`src/common/demux_pkg.sv`:
```
package demux_pkg;

  // ----------------------------------------------------------
  // sizes
  // ----------------------------------------------------------

  // master ports on the downstream side
  localparam int unsigned NUM_PORTS = 3;
  // enough bits to name every master port
  localparam int unsigned SEL_W     = 2;
  // full AXI id width
  localparam int unsigned ID_W      = 4;
  // low id bits that pick an in-flight counter
  localparam int unsigned LOOK_BITS = 2;
  localparam int unsigned NUM_IDS   = 2 ** LOOK_BITS;
  // counter saturates at all ones, so 3 bursts per tracked id
  localparam int unsigned CNT_W     = 2;
  localparam int unsigned ADDR_W    = 32;
  localparam int unsigned DATA_W    = 32;
  // beats in a burst are len + 1
  localparam int unsigned LEN_W     = 4;

  // ----------------------------------------------------------
  // types
  // ----------------------------------------------------------

  typedef logic [SEL_W-1:0]     port_sel_t;
  typedef logic [LOOK_BITS-1:0] look_id_t;

  // read address channel payload
  typedef struct packed {
    logic [ID_W-1:0]   id;
    logic [ADDR_W-1:0] addr;
    logic [LEN_W-1:0]  len;
  } ar_chan_t;

  // read data channel payload
  typedef struct packed {
    logic [ID_W-1:0]   id;
    logic [DATA_W-1:0] data;
    logic              last;
  } r_chan_t;

  // upstream to downstream half of a read port
  typedef struct packed {
    ar_chan_t ar;
    logic     ar_valid;
    logic     r_ready;
  } rd_req_t;

  // downstream to upstream half of a read port
  typedef struct packed {
    logic    ar_ready;
    r_chan_t r;
    logic    r_valid;
  } rd_resp_t;

endpackage

```
`src/id_tracker/id_tracker.sv`:
```
`timescale 1ns/1ps

module id_tracker import demux_pkg::*; (
  input  logic      clk_i,
  input  logic      rst_i,
  // lookup of the id waiting at the AR input
  input  look_id_t  lookup_id_i,
  output port_sel_t lookup_sel_o,
  output logic      lookup_busy_o,
  output logic      full_o,
  // accepted AR
  input  logic      push_i,
  input  look_id_t  push_id_i,
  input  port_sel_t push_sel_i,
  // last R beat handed to the slave
  input  logic      pop_i,
  input  look_id_t  pop_id_i
);

  // bursts in flight per tracked id
  logic [CNT_W-1:0] cnt_q [NUM_IDS];
  // port the bursts of that id went to
  port_sel_t        sel_q [NUM_IDS];

  logic [NUM_IDS-1:0] push_en;
  logic [NUM_IDS-1:0] pop_en;
  logic [NUM_IDS-1:0] cnt_full;
  logic [NUM_IDS-1:0] cnt_busy;

  // ----------------------------------------------------------
  // one-hot decode of push and pop
  // ----------------------------------------------------------
  always_comb begin
    for (int i = 0; i < NUM_IDS; i++) begin
      push_en[i]  = push_i && (push_id_i == look_id_t'(i));
      pop_en[i]   = pop_i && (pop_id_i == look_id_t'(i));
      cnt_full[i] = &cnt_q[i];
      cnt_busy[i] = |cnt_q[i];
    end
  end

  // lookup is purely combinational
  assign lookup_sel_o  = sel_q[lookup_id_i];
  assign lookup_busy_o = cnt_busy[lookup_id_i];
  // any full counter stalls all new requests
  assign full_o        = |cnt_full;

  // ----------------------------------------------------------
  // in-flight counters
  // ----------------------------------------------------------
  always_ff @(posedge clk_i) begin
    if (rst_i) begin
      for (int i = 0; i < NUM_IDS; i++) begin
        cnt_q[i] <= '0;
      end
    end else begin
      for (int i = 0; i < NUM_IDS; i++) begin
        // push and pop together cancel out
        if (push_en[i] && !pop_en[i]) begin
          cnt_q[i] <= cnt_q[i] + 1'b1;
        end else if (pop_en[i] && !push_en[i]) begin
          cnt_q[i] <= cnt_q[i] - 1'b1;
        end
      end
    end
  end

  // remembered target port is only meaningful while busy
  always_ff @(posedge clk_i) begin
    for (int i = 0; i < NUM_IDS; i++) begin
      if (push_en[i]) begin
        sel_q[i] <= push_sel_i;
      end
    end
  end

endmodule

```
`src/source/ar_router.sv`:
```
`timescale 1ns/1ps

module ar_router import demux_pkg::*; (
  input  logic                      clk_i,
  input  logic                      rst_i,
  // slave side request
  input  ar_chan_t                  slv_ar_i,
  input  port_sel_t                 slv_ar_sel_i,
  input  logic                      slv_ar_valid_i,
  output logic                      slv_ar_ready_o,
  // master side requests
  output ar_chan_t [NUM_PORTS-1:0]  mst_ar_o,
  output logic     [NUM_PORTS-1:0]  mst_ar_valid_o,
  input  logic     [NUM_PORTS-1:0]  mst_ar_ready_i,
  // id tracker lookup and push
  input  port_sel_t                 lookup_sel_i,
  input  logic                      lookup_busy_i,
  input  logic                      track_full_i,
  output logic                      push_o
);

  // once valid was shown downstream it must stay up until the transfer
  logic lock_q;
  logic lock_d;
  // request is being offered to the selected port
  logic ar_valid;
  // ready of the port named by the select
  logic sel_ready;

  // ----------------------------------------------------------
  // selected port ready
  // ----------------------------------------------------------
  always_comb begin
    sel_ready = 1'b0;
    for (int i = 0; i < NUM_PORTS; i++) begin
      if (slv_ar_sel_i == port_sel_t'(i)) begin
        sel_ready = mst_ar_ready_i[i];
      end
    end
  end

  // ----------------------------------------------------------
  // accept decision
  // ----------------------------------------------------------
  always_comb begin
    ar_valid       = 1'b0;
    slv_ar_ready_o = 1'b0;
    push_o         = 1'b0;
    lock_d         = lock_q;
    if (lock_q) begin
      // decision already taken, ignore the tracker until the transfer
      ar_valid = 1'b1;
      if (sel_ready) begin
        slv_ar_ready_o = 1'b1;
        push_o         = 1'b1;
        lock_d         = 1'b0;
      end
    end else if (!track_full_i && slv_ar_valid_i &&
                 (!lookup_busy_i || (slv_ar_sel_i == lookup_sel_i))) begin
      // id free, or in flight to the same port, so ordering holds
      ar_valid = 1'b1;
      if (sel_ready) begin
        slv_ar_ready_o = 1'b1;
        push_o         = 1'b1;
      end else begin
        // no ready yet, keep valid up from now on
        lock_d = 1'b1;
      end
    end
  end

  always_ff @(posedge clk_i) begin
    if (rst_i) begin
      lock_q <= 1'b0;
    end else begin
      lock_q <= lock_d;
    end
  end

  // payload goes everywhere, valid only to the chosen port
  always_comb begin
    for (int i = 0; i < NUM_PORTS; i++) begin
      mst_ar_o[i]       = slv_ar_i;
      mst_ar_valid_o[i] = ar_valid && (slv_ar_sel_i == port_sel_t'(i));
    end
  end

endmodule

```
`src/source/r_arbiter.sv`:
```
`timescale 1ns/1ps

module r_arbiter import demux_pkg::*; (
  input  logic                     clk_i,
  input  logic                     rst_i,
  // beats from the master ports
  input  r_chan_t [NUM_PORTS-1:0]  mst_r_i,
  input  logic    [NUM_PORTS-1:0]  mst_r_valid_i,
  output logic    [NUM_PORTS-1:0]  mst_r_ready_o,
  // merged beat towards the slave
  output r_chan_t                  slv_r_o,
  output logic                     slv_r_valid_o,
  input  logic                     slv_r_ready_i
);

  // port with highest priority in the next free arbitration
  port_sel_t ptr_q;
  // grant frozen while a beat waits for ready
  logic      lock_q;
  port_sel_t lock_idx_q;

  logic      gnt_found;
  port_sel_t gnt_idx;
  port_sel_t next_ptr;

  // ----------------------------------------------------------
  // grant selection
  // ----------------------------------------------------------
  always_comb begin
    int cand;
    gnt_found = 1'b0;
    gnt_idx   = ptr_q;
    cand      = 0;
    if (lock_q) begin
      gnt_found = 1'b1;
      gnt_idx   = lock_idx_q;
    end else begin
      // scan from the pointer, wrapping around
      for (int k = 0; k < NUM_PORTS; k++) begin
        cand = (int'(ptr_q) + k) % NUM_PORTS;
        if (!gnt_found && mst_r_valid_i[cand]) begin
          gnt_found = 1'b1;
          gnt_idx   = port_sel_t'(cand);
        end
      end
    end
  end

  // ----------------------------------------------------------
  // data mux and ready return
  // ----------------------------------------------------------
  always_comb begin
    slv_r_o       = '0;
    slv_r_valid_o = 1'b0;
    mst_r_ready_o = '0;
    for (int i = 0; i < NUM_PORTS; i++) begin
      if (gnt_found && (gnt_idx == port_sel_t'(i))) begin
        slv_r_o          = mst_r_i[i];
        slv_r_valid_o    = mst_r_valid_i[i];
        mst_r_ready_o[i] = slv_r_ready_i;
      end
    end
  end

  // priority moves to the port after the winner
  assign next_ptr = (gnt_idx == port_sel_t'(NUM_PORTS - 1)) ? '0 : gnt_idx + 1'b1;

  always_ff @(posedge clk_i) begin
    if (rst_i) begin
      ptr_q      <= '0;
      lock_q     <= 1'b0;
      lock_idx_q <= '0;
    end else if (slv_r_valid_o) begin
      // stalled beat keeps its grant, a transfer releases it
      lock_q     <= !slv_r_ready_i;
      lock_idx_q <= gnt_idx;
      if (slv_r_ready_i) begin
        ptr_q <= next_ptr;
      end
    end
  end

endmodule

```
`src/source/read_demux.sv`:
```
`timescale 1ns/1ps

module read_demux import demux_pkg::*; (
  input  logic                      clk_i,
  input  logic                      rst_i,
  // slave port
  input  rd_req_t                   slv_req_i,
  input  port_sel_t                 slv_ar_sel_i,
  output rd_resp_t                  slv_resp_o,
  // master ports
  output rd_req_t  [NUM_PORTS-1:0]  mst_req_o,
  input  rd_resp_t [NUM_PORTS-1:0]  mst_resp_i
);

  // unpacked master channels
  ar_chan_t [NUM_PORTS-1:0] mst_ar;
  logic     [NUM_PORTS-1:0] mst_ar_valid;
  logic     [NUM_PORTS-1:0] mst_ar_ready;
  r_chan_t  [NUM_PORTS-1:0] mst_r;
  logic     [NUM_PORTS-1:0] mst_r_valid;
  logic     [NUM_PORTS-1:0] mst_r_ready;

  // merged R towards the slave
  r_chan_t   slv_r;
  logic      slv_r_valid;
  logic      slv_ar_ready;

  // tracker hookup
  port_sel_t lookup_sel;
  logic      lookup_busy;
  logic      track_full;
  logic      push;
  logic      pop;

  // ----------------------------------------------------------
  // port struct packing
  // ----------------------------------------------------------
  for (genvar i = 0; i < NUM_PORTS; i++) begin : gen_ports
    assign mst_req_o[i].ar       = mst_ar[i];
    assign mst_req_o[i].ar_valid = mst_ar_valid[i];
    assign mst_req_o[i].r_ready  = mst_r_ready[i];
    assign mst_ar_ready[i]       = mst_resp_i[i].ar_ready;
    assign mst_r[i]              = mst_resp_i[i].r;
    assign mst_r_valid[i]        = mst_resp_i[i].r_valid;
  end

  assign slv_resp_o.ar_ready = slv_ar_ready;
  assign slv_resp_o.r        = slv_r;
  assign slv_resp_o.r_valid  = slv_r_valid;

  // burst retires when its last beat reaches the slave
  assign pop = slv_r_valid && slv_req_i.r_ready && slv_r.last;

  ar_router u_ar_router (
    .clk_i          (clk_i),
    .rst_i          (rst_i),
    .slv_ar_i       (slv_req_i.ar),
    .slv_ar_sel_i   (slv_ar_sel_i),
    .slv_ar_valid_i (slv_req_i.ar_valid),
    .slv_ar_ready_o (slv_ar_ready),
    .mst_ar_o       (mst_ar),
    .mst_ar_valid_o (mst_ar_valid),
    .mst_ar_ready_i (mst_ar_ready),
    .lookup_sel_i   (lookup_sel),
    .lookup_busy_i  (lookup_busy),
    .track_full_i   (track_full),
    .push_o         (push)
  );

  // low id bits select the counter
  id_tracker u_id_tracker (
    .clk_i         (clk_i),
    .rst_i         (rst_i),
    .lookup_id_i   (slv_req_i.ar.id[LOOK_BITS-1:0]),
    .lookup_sel_o  (lookup_sel),
    .lookup_busy_o (lookup_busy),
    .full_o        (track_full),
    .push_i        (push),
    .push_id_i     (slv_req_i.ar.id[LOOK_BITS-1:0]),
    .push_sel_i    (slv_ar_sel_i),
    .pop_i         (pop),
    .pop_id_i      (slv_r.id[LOOK_BITS-1:0])
  );

  r_arbiter u_r_arbiter (
    .clk_i         (clk_i),
    .rst_i         (rst_i),
    .mst_r_i       (mst_r),
    .mst_r_valid_i (mst_r_valid),
    .mst_r_ready_o (mst_r_ready),
    .slv_r_o       (slv_r),
    .slv_r_valid_o (slv_r_valid),
    .slv_r_ready_i (slv_req_i.r_ready)
  );

endmodule

```
`config.mk`:
```
export PLATFORM = sky130hd
export DESIGN_NAME = read_demux
export DESIGN_NICKNAME = d
export VERILOG_FILES = /design/src/common/demux_pkg.sv /design/src/id_tracker/id_tracker.sv /design/src/source/ar_router.sv /design/src/source/r_arbiter.sv /design/src/source/read_demux.sv
export SDC_FILE = /design/constraint.sdc
export NUM_CORES = 1
export LEC_CHECK = 0
export BUFFER_PORTS_ARGS = -buffer_cell sky130_fd_sc_hd__buf_4
export CORE_AREA = 2 2 129 131
export DETAILED_ROUTE_END_ITERATION = 8
export DIE_AREA = 0 0 131 133
export HOLD_SLACK_MARGIN = 0.02
export PLACE_DENSITY = 0.51
export SYNTH_ARGS = -nofsm -noshare
export SYNTH_HDL_FRONTEND = slang
export SYNTH_SLANG_ARGS = --single-unit
```
`constraint.sdc`:
```
create_clock -name clk_i -period 5.1 [get_ports clk_i]
set_input_delay 0.51 -clock clk_i [delete_from_list [all_inputs] [get_ports clk_i]]
set_output_delay 0.51 -clock clk_i [all_outputs]
set_load 0.02 [all_outputs]
```
==> impl_metrics.py <==
metrics = {
    "outcome": {
        "run_status": "completed",
    },
    "yosys": {
        "synth_area_leaders": "buf_4 (27%), edfxtp_1 (14%), a222oi_1 (10%), inv_1 (5.1%), mux2i_1 (4.1%)",
        "syn_area_um2": 3420,
        "syn_inst": 422,
        "synth_most_common_cell": "buf_4",
        "syn_nets": 589,
        "syn_avg_cell_area_um2": 8.10,
        "synth_ff_type": "edfxtp_1",
        "synth_top_area_frac": 0.268,
        "yosysTopAreaCell": "buf_4",
        "yosysSeqAreaShare": 0.176,
        "synth_common_cells": "buf_4 (122), inv_1 (46), a222oi_1 (34)",
        "synth_seq_cells": 22,
        "synth_edf_count": 16,
        "yosysUniqueCellTypes": 58,
        "yosysWarnings": 0,
        "async_flop_share": 0,
    },
    "grt": {
        "grt-ovfl-total": 0,
        "grt_pass1_vias": 3324,
        "grt_pass1_wl_um": 21500,
        "antenna_found_initial": 1,
        "grt_usage": 0.163,
        "grt_max_degree": 27,
    },
    "clock_tree": {
        "clock_path_buffers": 2,
        "clk_pin_slew_ps": 60,
        "cts-resized-gates": 0,
        "cts_tree": "yes",
        "postCtsHoldBufs": 0,
        "h-tree-depth": 1,
        "cts_root_buf": "clkbuf_16",
        "numCtsBuffers": 3,
        "insertion_delay_ps": 260,
        "clock_sinks": 22,
        "postCtsSetupBuffers": 0,
    },
    "floorplanning": {
        "die_w_um": 131,
        "initial_core_util": 0.211,
        "rows": 47,
        "die_h_um": 133,
        "die-area_um2": 17400,
        "core_area_um2": 16200,
        "pin_count": 328,
    },
    "critical_path": {
        "crit_path_end_kind": "output pin",
        "crit_path_start_kind": "register",
        "crit_fanout": 21,
        "max_stage_delay_ps": 900,
        "critPathTopFamily": "compound AO/OA/AOI/OAI gates",
        "timing.critical_path.buf_inv": 4,
        "critPathSlowestCell": "a2111oi_0",
        "rrSetupSlack_ps": 770,
        "worstPathArrival_ps": 3970,
        "critical_path_class": "reg -> out",
        "required_ps": 4590,
        "crit_chain": "inv_1 -> ha_1 -> a22o_1 -> or3_1 -> a2111oi_0 -> nor3_2 -> buf_4 -> a222oi_1 -> inv_1 -> buf_4",
    },
    "sta": {
        "worst_slack_ps": 620,
        "fin_skew_ps": 1.68,
        "slew_viol_final": 0,
        "worst_hold_slack_ps": 487,
        "rsz0062_at_grt": "no",
        "fin_crit_sh": 0.878,
        "setup-tns-final_ps": 0,
        "hold_viol_final": 0,
        "tightest_slew_ps": 1030,
        "setup_viol": 0,
        "fmaxAchievable_mhz": 223,
        "slew_headroom": 0.299,
        "min_period_ps": 4480,
    },
    "placement": {
        "io_buffers": 175,
        "hpwl_um": 12800,
        "post-place-cells": 679,
        "preCtsSetupSlack_ps": 845,
        "gp_congestion": 0.922,
    },
    "detailed_routing": {
        "firstDrtPassIters": 9,
        "antenna_left": 0,
        "viasPerCell": 4.78,
        "vias": 3266,
        "drt-total-wl_um": 14800,
        "drc": 0,
        "drt_iter0_markers": 372,
        "wl_per_cell_um": 21.7,
    },
    "power": {
        "pwr_density_cell_nw_per_um2": 512,
        "finalPower_mw": 2.12,
        "power_leakage_nw": 1.85,
        "peakVddDrop_uv": 150,
    },
    "cells_and_area": {
        "fillers": 1801,
        "finalNonFillerCells": 683,
        "nets": 631,
        "drive_above_1_share": 0.447,
        "synthToLayoutAreaGrowth_pct": 20.8,
        "diodes": 0,
    },
    "job": {
        "cap_violations": 0,
    },
    "min_path": {
        "min_path_type": "reg -> reg",
    },
}
cells in the final DEF, fill, tap and decap left out, types with 7 or more instances in the layout:
cell type / netlist / final
o21ai_0: 7 / 7
inv_1: 46 / 46
nor3b_1: 10 / 10
a222oi_1: 34 / 34
nand2_1: 22 / 22
edfxtp_1: 16 / 16
nor3_1: 15 / 14
nor2_1: 20 / 19
buf_4: 122 / 180
mux2i_1: 14 / 14
report_power, final:
group | internal, mW | switching (mW)
combinational | 0.664 | 1.04
clock | 0.105 | 0.0638
sequential | 0.216 | 0.0268
worst paths after layout:
kind                         from                       end  cells after the start
min          u_r_arbiter.ptr_q[1]      u_r_arbiter.ptr_q[1]                      2
max reg2reg  u_r_arbiter.ptr_q[0]  u_id_tracker.cnt_q[3][0]                     11
max          u_r_arbiter.ptr_q[0]            slv_resp_o[25]                     10
min reg2reg  u_r_arbiter.ptr_q[1]      u_r_arbiter.ptr_q[1]                      2
metal layers:
metal | global-route usage | wire (um) | vias up
met5 | 0 | 13 | -
met4 | 0.0260 | 101 | 2
met3 | 0.0530 | 1540 | 12
met2 | 0.262 | 6950 | 218
met1 | 0.216 | 6240 | 1552
li1 | - | - | 1482
state kept, by name, summed over array words and instances (netlist names):
name,cells
u_id_tracker.cnt_q,8
u_id_tracker.sel_q,8
u_r_arbiter.lock_idx_q,2
u_r_arbiter.ptr_q,2
u_ar_router.lock_q,1
u_r_arbiter.lock_q,1
through the flow:
| step | instance area (um2) | utilization |
|---|---|---|
| 3_3_place_gp | 4050 | 0.251 |
| 5_1_grt | 4130 | 0.255 |
| 4_1_cts | 4130 | 0.255 |
| 3_5_place_dp | 4050 | 0.251 |
| 6_report | 4130 | 0.255 |
| 2_1_floorplan | 3420 | - |
cell families (layout without fill, tap and decap cells):
family          Yosys count  count (layout)  synth area share
buf+inv                 191             232             0.347
simple gates            106             106             0.183
compound gates           78              78             0.212
flops                    22              22             0.176
mux                      16              16            0.0542
xor+xnor                  5               5            0.0128
fa+ha+maj                 4               4            0.0146
layout make-up:
cell class,instances,area (um2),area share
Clock buffer,3,75.1,0.0182
Clock inverter,1,3.75,0.000909
Inverter,48,180,0.0436
Multi-Input combinational cell,209,1640,0.398
Sequential cell,22,601,0.145
Tap cell,220,275,0.0666
Timing Repair Buffer,180,1350,0.327
worst min-delay path, cell delays in order, from the launching register on:
cell     delay (ps)
dfxtp_1         330
nand2_1          60
a21oi_1          50
No activity file was read; power rests on OpenSTA's default activity.
